<file path="config.mk">
export PLATFORM = sky130hd
export DESIGN_NAME = channel_pair_gen
export DESIGN_NICKNAME = d
export VERILOG_FILES = /design/src/common/pairing_pkg.sv /design/src/rtl/pair_sequencer.sv /design/src/rtl/channel_crossbar.sv /design/src/rtl/channel_pair_gen.sv
export SDC_FILE = /design/constraint.sdc
export NUM_CORES = 1
export LEC_CHECK = 0
export ABC_AREA = 1
export BUFFER_PORTS_ARGS = -buffer_cell sky130_fd_sc_hd__buf_2
export CAP_MARGIN = 5
export CORE_UTILIZATION = 55
export CTS_CLUSTER_DIAMETER = 120
export DETAILED_ROUTE_END_ITERATION = 16
export GPL_TIMING_DRIVEN = 0
export PLACE_DENSITY = 0.81
export SYNTH_ARGS = -nofsm -noshare
export SYNTH_HDL_FRONTEND = slang
export SYNTH_HIERARCHICAL = 1
export SYNTH_SLANG_ARGS = --single-unit
</file>
<file path="constraint.sdc">
create_clock -name clk -period 1.9 [get_ports clk]
set_input_delay 0.19 -clock clk [delete_from_list [all_inputs] [get_ports clk]]
set_output_delay 0.19 -clock clk [all_outputs]
set_load 0.01 [all_outputs]
</file>
<file path="src/common/pairing_pkg.sv">
package pairing_pkg;

    ////////////////////////////////////////
    // Sample and channel sizes
    ////////////////////////////////////////

    localparam int DATA_WIDTH   = 16;
    localparam int NUM_CHANNELS = 10;

    // One channel sample
    typedef logic [DATA_WIDTH-1:0] sample_t;

    // Channel number, zero based
    typedef logic [3:0] chan_idx_t;

    // All channels of one cycle, channel 0 in the lowest slot
    typedef sample_t [NUM_CHANNELS-1:0] sample_bus_t;

    ////////////////////////////////////////
    // Lane split by first channel
    ////////////////////////////////////////

    // Low lane, first channels 0 to 2, 27 pairs
    localparam chan_idx_t LO_FIRST_MIN = 4'd0;
    localparam chan_idx_t LO_FIRST_MAX = 4'd2;

    // High lane, first channels 3 to 9, 28 pairs
    localparam chan_idx_t HI_FIRST_MIN = 4'd3;
    localparam chan_idx_t HI_FIRST_MAX = 4'd9;

endpackage

</file>
<file path="src/rtl/pair_sequencer.sv">
`timescale 1ns/100ps

module pair_sequencer #(
    parameter pairing_pkg::chan_idx_t FIRST_MIN = 4'd0,
    parameter pairing_pkg::chan_idx_t FIRST_MAX = 4'd2
) (
    input  logic                   clk,
    input  logic                   rst_n,
    input  logic                   sample_valid,
    output logic                   pair_valid,
    output pairing_pkg::chan_idx_t first_chan,
    output pairing_pkg::chan_idx_t second_chan
);

    // IDLE waits for a gap in sample_valid before a run may start,
    // RUN walks the pairs, DONE holds after the lane's last pair
    typedef enum logic [1:0] {
        IDLE,
        RUN,
        DONE
    } seq_state_t;

    localparam pairing_pkg::chan_idx_t LAST_CHAN =
        pairing_pkg::chan_idx_t'(pairing_pkg::NUM_CHANNELS - 1);

    seq_state_t             state_q;
    seq_state_t             state_d;
    pairing_pkg::chan_idx_t first_q;
    pairing_pkg::chan_idx_t first_d;
    pairing_pkg::chan_idx_t second_q;
    pairing_pkg::chan_idx_t second_d;
    pairing_pkg::chan_idx_t first_inc;
    logic                   row_end;
    logic                   lane_end;

    ////////////////////////////////////////
    // Pair position
    ////////////////////////////////////////

    // Second channel has reached the top channel
    assign row_end   = (second_q == LAST_CHAN);
    // Pair (FIRST_MAX, last channel)
    assign lane_end  = row_end && (first_q == FIRST_MAX);
    assign first_inc = first_q + 4'd1;

    ////////////////////////////////////////
    // Next state and indices
    ////////////////////////////////////////

    always_comb begin
        state_d  = state_q;
        first_d  = first_q;
        second_d = second_q;

        if (!sample_valid) begin
            // Gap between runs, rearm at the first pair
            state_d  = RUN;
            first_d  = FIRST_MIN;
            second_d = FIRST_MIN;
        end else begin
            case (state_q)
                RUN: begin
                    if (lane_end) begin
                        state_d = DONE;
                    end else if (row_end) begin
                        // Next row starts on the diagonal
                        first_d  = first_inc;
                        second_d = first_inc;
                    end else begin
                        second_d = second_q + 4'd1;
                    end
                end
                IDLE: begin
                    state_d = IDLE;
                end
                DONE: begin
                    state_d = DONE;
                end
                default: begin
                    state_d = IDLE;
                end
            endcase
        end
    end

    ////////////////////////////////////////
    // State and index registers
    ////////////////////////////////////////

    always_ff @(posedge clk or negedge rst_n) begin
        if (!rst_n) begin
            state_q  <= IDLE;
            first_q  <= FIRST_MIN;
            second_q <= FIRST_MIN;
        end else begin
            state_q  <= state_d;
            first_q  <= first_d;
            second_q <= second_d;
        end
    end

    // Outputs
    assign pair_valid  = (state_q == RUN) && sample_valid;
    assign first_chan  = first_q;
    assign second_chan = second_q;

endmodule

</file>
<file path="src/rtl/channel_crossbar.sv">
`timescale 1ns/100ps

module channel_crossbar (
    input  logic                     clk,
    input  logic                     rst_n,
    input  logic                     in_valid,
    input  pairing_pkg::sample_bus_t in_samples,
    output logic                     sample_valid,
    input  pairing_pkg::chan_idx_t   lo_first,
    input  pairing_pkg::chan_idx_t   lo_second,
    input  pairing_pkg::chan_idx_t   hi_first,
    input  pairing_pkg::chan_idx_t   hi_second,
    output pairing_pkg::sample_t     lo_sample_a,
    output pairing_pkg::sample_t     lo_sample_b,
    output pairing_pkg::sample_t     hi_sample_a,
    output pairing_pkg::sample_t     hi_sample_b
);

    logic                     valid_q;
    pairing_pkg::sample_bus_t samples_q;

    // Registered sample of one channel, channel 0 for an out of range index
    function automatic pairing_pkg::sample_t pick_channel(
        input pairing_pkg::sample_bus_t bus,
        input pairing_pkg::chan_idx_t   idx
    );
        pairing_pkg::sample_t result;
        if (int'(idx) < pairing_pkg::NUM_CHANNELS) begin
            result = bus[idx];
        end else begin
            result = bus[0];
        end
        return result;
    endfunction

    ////////////////////////////////////////
    // Input register
    ////////////////////////////////////////

    always_ff @(posedge clk or negedge rst_n) begin
        if (!rst_n) begin
            valid_q   <= 1'b0;
            samples_q <= '0;
        end else begin
            valid_q   <= in_valid;
            samples_q <= in_samples;
        end
    end

    assign sample_valid = valid_q;

    ////////////////////////////////////////
    // Channel selectors
    ////////////////////////////////////////

    // Low lane
    always_comb begin
        lo_sample_a = pick_channel(samples_q, lo_first);
    end

    always_comb begin
        lo_sample_b = pick_channel(samples_q, lo_second);
    end

    // High lane
    always_comb begin
        hi_sample_a = pick_channel(samples_q, hi_first);
    end

    always_comb begin
        hi_sample_b = pick_channel(samples_q, hi_second);
    end

endmodule

</file>
<file path="src/rtl/channel_pair_gen.sv">
`timescale 1ns/100ps

module channel_pair_gen (
    input  logic                     clk,
    input  logic                     rst_n,
    input  logic                     in_valid,
    input  pairing_pkg::sample_bus_t in_samples,
    output logic                     lo_valid,
    output pairing_pkg::sample_t     lo_sample_a,
    output pairing_pkg::sample_t     lo_sample_b,
    output logic                     hi_valid,
    output pairing_pkg::sample_t     hi_sample_a,
    output pairing_pkg::sample_t     hi_sample_b
);

    logic                   sample_valid;
    pairing_pkg::chan_idx_t lo_first;
    pairing_pkg::chan_idx_t lo_second;
    pairing_pkg::chan_idx_t hi_first;
    pairing_pkg::chan_idx_t hi_second;

    ////////////////////////////////////////
    // Sample register and selectors
    ////////////////////////////////////////

    channel_crossbar i_crossbar (
        .clk          (clk),
        .rst_n        (rst_n),
        .in_valid     (in_valid),
        .in_samples   (in_samples),
        .sample_valid (sample_valid),
        .lo_first     (lo_first),
        .lo_second    (lo_second),
        .hi_first     (hi_first),
        .hi_second    (hi_second),
        .lo_sample_a  (lo_sample_a),
        .lo_sample_b  (lo_sample_b),
        .hi_sample_a  (hi_sample_a),
        .hi_sample_b  (hi_sample_b)
    );

    ////////////////////////////////////////
    // Lane sequencers
    ////////////////////////////////////////

    // First channels 0 to 2
    pair_sequencer #(
        .FIRST_MIN (pairing_pkg::LO_FIRST_MIN),
        .FIRST_MAX (pairing_pkg::LO_FIRST_MAX)
    ) i_lo_seq (
        .clk          (clk),
        .rst_n        (rst_n),
        .sample_valid (sample_valid),
        .pair_valid   (lo_valid),
        .first_chan   (lo_first),
        .second_chan  (lo_second)
    );

    // First channels 3 to 9
    pair_sequencer #(
        .FIRST_MIN (pairing_pkg::HI_FIRST_MIN),
        .FIRST_MAX (pairing_pkg::HI_FIRST_MAX)
    ) i_hi_seq (
        .clk          (clk),
        .rst_n        (rst_n),
        .sample_valid (sample_valid),
        .pair_valid   (hi_valid),
        .first_chan   (hi_first),
        .second_chan  (hi_second)
    );

endmodule

</file>
==> results of run 1 <==
-- through the flow --
| stage | worst slack [ps] | util [%] |
|---|---|---|
| after floorplan | 356 | - |
| after global placement | -1790 | 63.0 |
| after detailed placement | -631 | 63.2 |
| after CTS | -455 | 86.4 |
-- logic make-up after synthesis --
| kind of cell | Yosys count | share of synthesized area (%) |
|---|---|---|
| simple gates | 1025 | 36.8 |
| buf+inv | 307 | 12.1 |
| compound gates | 265 | 12.9 |
| flops | 181 | 37.0 |
| fa+ha+maj | 10 | 1.02 |
| xor+xnor | 4 | 0.286 |
-- synthesized netlist by cell type, types with 5 or more instances --
master,number
nand2_1,559
nand3_1,360
dfrtp_1,177
inv_1,166
o211ai_1,98
a21oi_1,70
buf_2,66
o21ai_0,58
nor2_1,52
o21ai_1,36
nand4_1,24
buf_6,22
buf_4,19
clkbuf_1,14
inv_2,11
ha_1,10
buf_1,7
nor2_4,6
nand3_2,5
or2_1,5
-- per-layer routing --
layer | GRT overflow | global-route usage, %
met1 | 0 | 80.9
met2 | 4 | 92.6
met3 | 0 | 74.9
met4 | 7 | 75.3
met5 | 0 | 48.9
-- what timing repair did --
item                       in CTS
buffers inserted               49
setup endpoints to repair      64
hold buffers                  162
pin swaps                     130
hold endpoints to repair      240
resized for setup             505
cloned                         19
==> results.yml, run 1 <==
logic_synthesis:
  syn_inst: 1792
  synth_warnings: 6
  synth_edf_count: 0
  synth_top_area_share_pct: 36.1
  synth.avg_cell_area_um2: 6.84
  synth-seq-area-share_pct: 37.0
  yosys.area.top_type: "dfrtp_1"
  synthTopCellsByArea: "dfrtp_1 (36%), nand2_1 (17%), nand3_1 (15%)"
  ys_async_sr_fraction_pct: 100
  ys.flop_type: "dfrtp_1"
  synth-seq-cells: 181
  synthesis.area_mm2: 0.0123
  syn_nets: 1965
  ys_types: 36
floorplan:
  die_h_um: 151
  pin_count: 229
  initial_utilization_pct: 56.2
  rows: 54
  die_w_um: 151
clocking:
  clock-sinks: 181
  numCtsBuffers: 17
  cts-root-buf: "clkbuf_16"
  htreeDepth: 4
  clockBufferDepth: 2
status:
  firstError: "[ERROR GRT-0116] Global routing finished with congestion. Check the congestion regions in the DRC Viewer."
  haltStage: "global routing (5_1_grt)"
  run_status: "aborted with a tool error"
place:
  io_buffers: 228
  placed_area_mm2: 0.0138
  gp_congestion: 1.13
  placed_cells: 2301
  hpwl_um: 44900
grt:
  grt_max_degree: 99
  grt_overflow: 11
  grtUsageTotal_pct: 81.3
  grt_pass1_vias: 20368
  grt_first_pass_wirelength_um: 132000
==> inputs of run 2 (changes only) <==
CORE_UTILIZATION = 40   (was 55)
CTS_CLUSTER_DIAMETER = default   (was 120)
PLACE_DENSITY = default   (was 0.81)
PLACE_DENSITY_LB_ADDON = 0.15   (was default)
==> run 2 against run 1 <==
The flow now finishes, with violations (negative setup slack). Synthesized cell count unchanged. Area after synthesis unchanged.
==> results.yml, run 2 <==
status:
  violations: "negative setup slack"
  run_status: "complete, but fails checks"
logic_synthesis:
  synth-seq-area-share_pct: 37.0
  synth.avg_cell_area_um2: 6.84
  synth_most_common_cell: "nand2_1"
  synth-seq-cells: 181
  ys_types: 36
  synth_common_cells: "nand2_1 (559), nand3_1 (360), dfrtp_1 (177)"
  syn_inst: 1792
  ys.flop_type: "dfrtp_1"
  syn_nets: 1965
  synthTopCellsByArea: "dfrtp_1 (36%), nand2_1 (17%), nand3_1 (15%)"
  synth_warnings: 6
  ys_async_sr_fraction_pct: 100
  synthesis.area_mm2: 0.0123
  yosys.area.top_type: "dfrtp_1"
  synth_top_area_share_pct: 36.1
  synth_edf_count: 0
drt:
  drtAntennaViolNets: 0
  drtIter0Drc: 2397
  viasPerCell: 6.07
  drt-pass1-iter-count: 7
  vias: 16300
  drcViolationCount: 0
  wl_per_cell_um: 27.2
  wirelength_um: 73000
timing:
  min_period_ps: 2460
  worst_pin_slew_ps: 686
  relSlewSlack_pct: 54.3
  finalSetupTns_ps: -28520
  timing.hold.ws_ps: 267
  skew_ps: 3.61
  post-route-period-util_pct: 129
  timing.fmax_mhz: 407
  final_hold_viol_count: 0
  worst_slack_ps: -558
  rsz0062_at_grt: "true"
  slew_violations: 0
  setup_viol: 64
critical_path:
  cp_max_fo: 7
  required_ps: 1710
  cp-start-kind: "flip-flop"
  path_class: "flip-flop to output port"
  cp-end-kind: "output port"
  critical_path_arrival_ps: 2270
floorplan:
  rows: 63
  die_h_um: 177
  core_region_area_mm2: 0.0299
  dieArea_mm2: 0.0313
  initial_utilization_pct: 41.0
  die_w_um: 177
  pin_count: 229
final_layout:
  layout_common_cells: "nand2_1 (466), nand3_1 (195), buf_2 (192), dfrtp_1 (166)"
  regMostFlops: "i_crossbar/samples_q"
  layout-drive-gt1-share_pct: 35.0
  fin_cells: 2685
  syn_to_final_growth_pct: 61.4
  fin_nets: 2455
  n_fill_cell: 2445
  final_common_cell: "nand2_1"
  largest_reg_flops: 160
clocking:
  htreeDepth: 4
  cts_tree: "done"
  path_clk_slew_ps: 70
  clock-sinks: 181
  clockBufferDepth: 2
  insertion_delay_ps: 460
  numCtsBuffers: 17
  cts-root-buf: "clkbuf_16"
worst_hold_path:
  holdCritPathClass: "input port to asynchronous set/reset pin"
place:
  hpwl_um: 48000
  placed_cells: 2411
  io_buffers: 228
  gp_congestion: 1.05
grt:
  grt_max_degree: 97
  grt_overflow: 0
  grt_pass1_vias: 15062
  grt_antenna_before_repair: 2
  grtUsageTotal_pct: 44.9
  grt_first_pass_wirelength_um: 99000
power_and_ir_drop:
  power_per_cell_area_mw_per_mm2: 966
  ir_drop_uv: 775
  power_mw: 19.1
  power.leakage_nw: 9.54
run:
  cap_violations: 0
## run 2: logic make-up after synthesis
logic type,synth area share (%)
xor+xnor,0.286
buf+inv,12.1
flops,37.0
simple gates,36.8
fa+ha+maj,1.02
compound gates,12.9
## run 2: worst paths after layout
path / from / to / slack [ps] / depth (start not counted)
worst max-delay path: i_hi_seq/second_chan[0] / hi_sample_b[14] / -560 / 9
worst max register to register: i_hi_seq/first_chan[1] / i_hi_seq/first_chan[2] / 160 / 7
max in group asynchronous: rst_n / i_hi_seq/second_chan[2] / 720 / 3
worst min register to register: i_lo_seq/state_q[0] / i_lo_seq/state_q[0] / 490 / 2
worst min-delay path: rst_n / i_crossbar/samples_q[94] / 270 / 2
min in group clk: in_samples[88] / i_crossbar/samples_q[88] / 360 / 2
## run 2: area by class of cell
cell class                 instances  area, µm²  share of cell area, %
multi-input combinational       1304       7620                   38.5
timing repair inverter             1       8.76                 0.0443
buffer                           127       1590                   8.05
clock inverter                    10        146                  0.740
antenna                            1       2.50                 0.0127
timing repair buffer             471       4160                   21.1
inverter                         179        732                   3.70
clock buffer                      21        470                   2.38
sequential                       181       4550                   23.0
tap                              390        488                   2.47
## run 2: through the flow
step	util [%]	instance area, µm²	setup WS (ps)
after floorplan	-	12300	356
after global placement	46.5	13900	-2020
after detailed placement	46.6	13900	-608
after CTS	59.1	17700	-497
after global routing	66.2	19800	-582
final	66.2	19800	-558
## run 2: power breakdown
group | total (mW) | internal (mW) | switching (mW)
logic | 10.9 | 4.47 | 6.45
clock network | 3.75 | 2.17 | 1.57
registers | 4.43 | 4.11 | 0.315
total | 19.1 | 10.8 | 8.34
## run 2: metal layers
metal  track usage, %  share of wire [%]  up-vias
li1                 -                  -     6905
met1             54.1                 36     7670
met5                0                  0        -
met2             69.1                 44     1351
met3             11.6                 12      374
met4             33.3                8.4        0
## run 2: critical path, stage by stage, from the launching register on
cell and delay [ps]:
dfstp_2 620, buf_12 160, buf_12 150, buf_12 130
nand2_2 50, o211ai_1 110, nand3_2 210, nand3_2 130
nand2_2 90, buf_6 130
## run 2: timing repair
item,4_1_cts,5_1_grt
hold buffers,162,0
gates cloned,4,15
resized for setup,320,366
pin swaps,36,144
hold endpoints to repair,243,0
endpoints found under the setup margin,64,64
setup buffers,21,45
Note: power is estimated with default switching activity, not from simulation.
==> inputs of run 3 (changes only) <==
ABC_AREA = 0   (was 1)
==> run 3 against run 2 <==
The run still ends with negative setup slack left. Clock skew up 8.7 ps. Cell count down 36%. Die area down 7.6%. Sequential power up 0.9%. Critical path depth down 4. Non-clock buffer count down 89. Register-to-register slack worse by 50 ps. Critical path type unchanged. Critical endpoint is now hi_sample_b[13].
==> results.yml, run 3 <==
logic_synthesis:
  ys.flop_type: "dfrtp_1"
  synthesis.area_mm2: 0.0113
  syn_inst: 890
  ys_async_sr_fraction_pct: 100
  synth-seq-area-share_pct: 40.1
  syn_nets: 1063
  yosys.area.top_type: "dfrtp_1"
  synth_top_area_share_pct: 39.2
  synth_common_cells: "dfrtp_1 (177), mux4_2 (121), mux2i_1 (106)"
  synthTopCellsByArea: "dfrtp_1 (39%), mux4_2 (24%), mux2i_1 (9.4%)"
  synth_warnings: 6
  synth_edf_count: 0
  ys_types: 57
  synth_most_common_cell: "dfrtp_1"
  synth-seq-cells: 181
  synth.avg_cell_area_um2: 12.7
power_and_ir_drop:
  power_per_cell_area_mw_per_mm2: 909
  power_mw: 15.1
  switchingPower_mw: 5.52
  p_seq_share_pct: 29.5
  sw_frac_of_total_pct: 36.5
  clockPowerShare_pct: 24.9
  power.leakage_nw: 7.05
  ir_drop_uv: 692
  intPower_mw: 9.61
  share_comb_of_total_power_pct: 45.6
grt:
  grt_antenna_before_repair: 0
  grt_pass1_vias: 10499
  grtUsageTotal_pct: 32.7
  grt_overflow: 0
  grt_first_pass_wirelength_um: 66100
  grt_max_degree: 100
floorplan:
  core_region_area_mm2: 0.0278
  dieArea_mm2: 0.0290
  die_h_um: 170
  die_w_um: 170
  initial_utilization_pct: 40.7
  pin_count: 229
  rows: 61
drt:
  wl_per_cell_um: 26.9
  vias: 10370
  drcViolationCount: 0
  viasPerCell: 6.00
  wirelength_um: 46600
  drtIter0Drc: 1299
  drtAntennaViolNets: 0
  drt-pass1-iter-count: 5
place:
  hpwl_um: 28800
  post-place-ws_ps: -804
  placed_cells: 1497
  io_buffers: 228
  gp_congestion: 0.910
critical_path:
  cp-end-kind: "output port"
  crit_slowest_cell: "dfrtp_1"
  critPathBufInv: 3
  required_ps: 1710
  crit_family: "buffers and inverters"
  path_common_cell: "buf_2"
  path_class: "flip-flop to output port"
  cp_max_fo: 13
  cp-start-kind: "flip-flop"
  slowest_delay_ps: 700
  critical_path_arrival_ps: 2510
  reg2reg_slack_ps: 110
  crit_chain: "buf_2, buf_4, a211oi_2, a21oi_2, buf_2"
clocking:
  htreeDepth: 4
  clock-sinks: 181
  cts-root-buf: "clkbuf_16"
  insertion_delay_ps: 450
  clockBufferDepth: 2
  path_clk_slew_ps: 80
  numCtsBuffers: 17
  cts_tree: "done"
timing:
  setup_viol: 64
  slew_violations: 0
  final_hold_viol_count: 0
  min_period_ps: 2700
  worst_slack_ps: -799
  rsz0062_at_grt: "true"
  skew_ps: 12.3
  relSlewSlack_pct: 18.1
  post-route-period-util_pct: 142
  worst_pin_slew_ps: 1230
  timing.fmax_mhz: 371
final_layout:
  regMostFlops: "i_crossbar/samples_q"
  final_common_cell: "buf_2"
  fin_nets: 1511
  fin_cells: 1729
  layout_common_cells: "buf_2 (232), dfrtp_1 (172), dlygate4sd3_1 (162), mux4_2 (121), mux2i_1 (103)"
  largest_reg_flops: 160
  layout-drive-gt1-share_pct: 45.0
  diodes: 0
  syn_to_final_growth_pct: 47.1
run:
  cap_violations: 0
status:
  violations: "negative setup slack"
  run_status: "complete, but fails checks"
worst_hold_path:
  holdCritPathClass: "input port to asynchronous set/reset pin"
==> run 3: cell count changes after synthesis, sizes merged, moves of 27 or more <==
cell | before | now
buf | 114 | 50
inv | 179 | 13
mux2i | 0 | 106
a211oi | 0 | 30
a21oi | 70 | 43
nand2 | 563 | 86
nor2b | 0 | 33
nor2 | 62 | 9
o21ai | 94 | 67
mux4 | 0 | 122
o211ai | 98 | 30
nand3 | 366 | 9
==> run 3: per-stage QoR <==
step	utilization, %	TNS, ps	cell area [µm²]	hold slack, ps
final	59.9	-37510	16600	307
after global routing	59.9	-41360	16600	365
after CTS	59.6	-37500	16600	338
after detailed placement	46.7	-40210	13000	214
after global placement	46.6	-427080	12900	298
after floorplan	-	-254	11300	-106
==> run 3: layout make-up <==
class / instances / area, µm²
fill: 2286 / 11100
multi-input combinational: 616 / 6640
sequential: 181 / 4540
timing repair buffer: 430 / 3390
buffer: 79 / 935
clock buffer: 22 / 474
tap: 378 / 473
clock inverter: 10 / 145
inverter: 13 / 48.8
==> run 3: cell families after synthesis <==
kind of cell,after synthesis,synth area share (%)
buffers and inverters,93,4.45
AND/OR/NAND/NOR,164,7.20
XOR/XNOR,4,0.310
AO/OA/AOI/OAI,203,12.5
adder cells (fa/ha/maj),10,1.11
multiplexers,235,34.4
flip-flops,181,40.1
==> run 3: path summary, 6_finish.rpt <==
check | startpoint | endpoint | cells past startpoint
max | i_hi_seq/second_chan[2] | hi_sample_b[13] | 5
min | rst_n | i_crossbar/samples_q[120] | 2
max reg2reg | i_lo_seq/state_q[1] | i_lo_seq/first_chan[3] | 5
min reg2reg | i_hi_seq/state_q[1] | i_hi_seq/state_q[1] | 1
max in group asynchronous | rst_n | i_crossbar/samples_q[143] | 3
min in group clk | in_samples[29] | i_crossbar/samples_q[29] | 2
==> run 3: repair_timing <==
action                                 in CTS  in global routing
endpoints found under the hold margin     239                  0
pin swaps                                  39                 26
setup endpoints to repair                  64                 67
cloned                                     11                  0
hold buffers                              162                  0
buffers inserted                           26                  4
resized for setup                         260                 32
==> run 3: power groups by stage <==
stage	sequential, mW	clock [mW]	combinational (mW)
global route	4.50	4.00	7.18
detailed placement	4.52	0	5.48
CTS	4.45	3.84	6.70
finish	4.47	3.76	6.90
floorplan	4.38	0	3.55
global placement	4.51	0	5.44
==> run 3: routing by layer <==
layer / vias to the layer above / global-route usage, % / wire length [µm]
met5: - / 0 / 0
met4: 0 / 15.9 / 2340
met3: 148 / 8.95 / 5030
met2: 733 / 50.7 / 21100
met1: 5164 / 42.5 / 18000
li1: 4325 / - / -
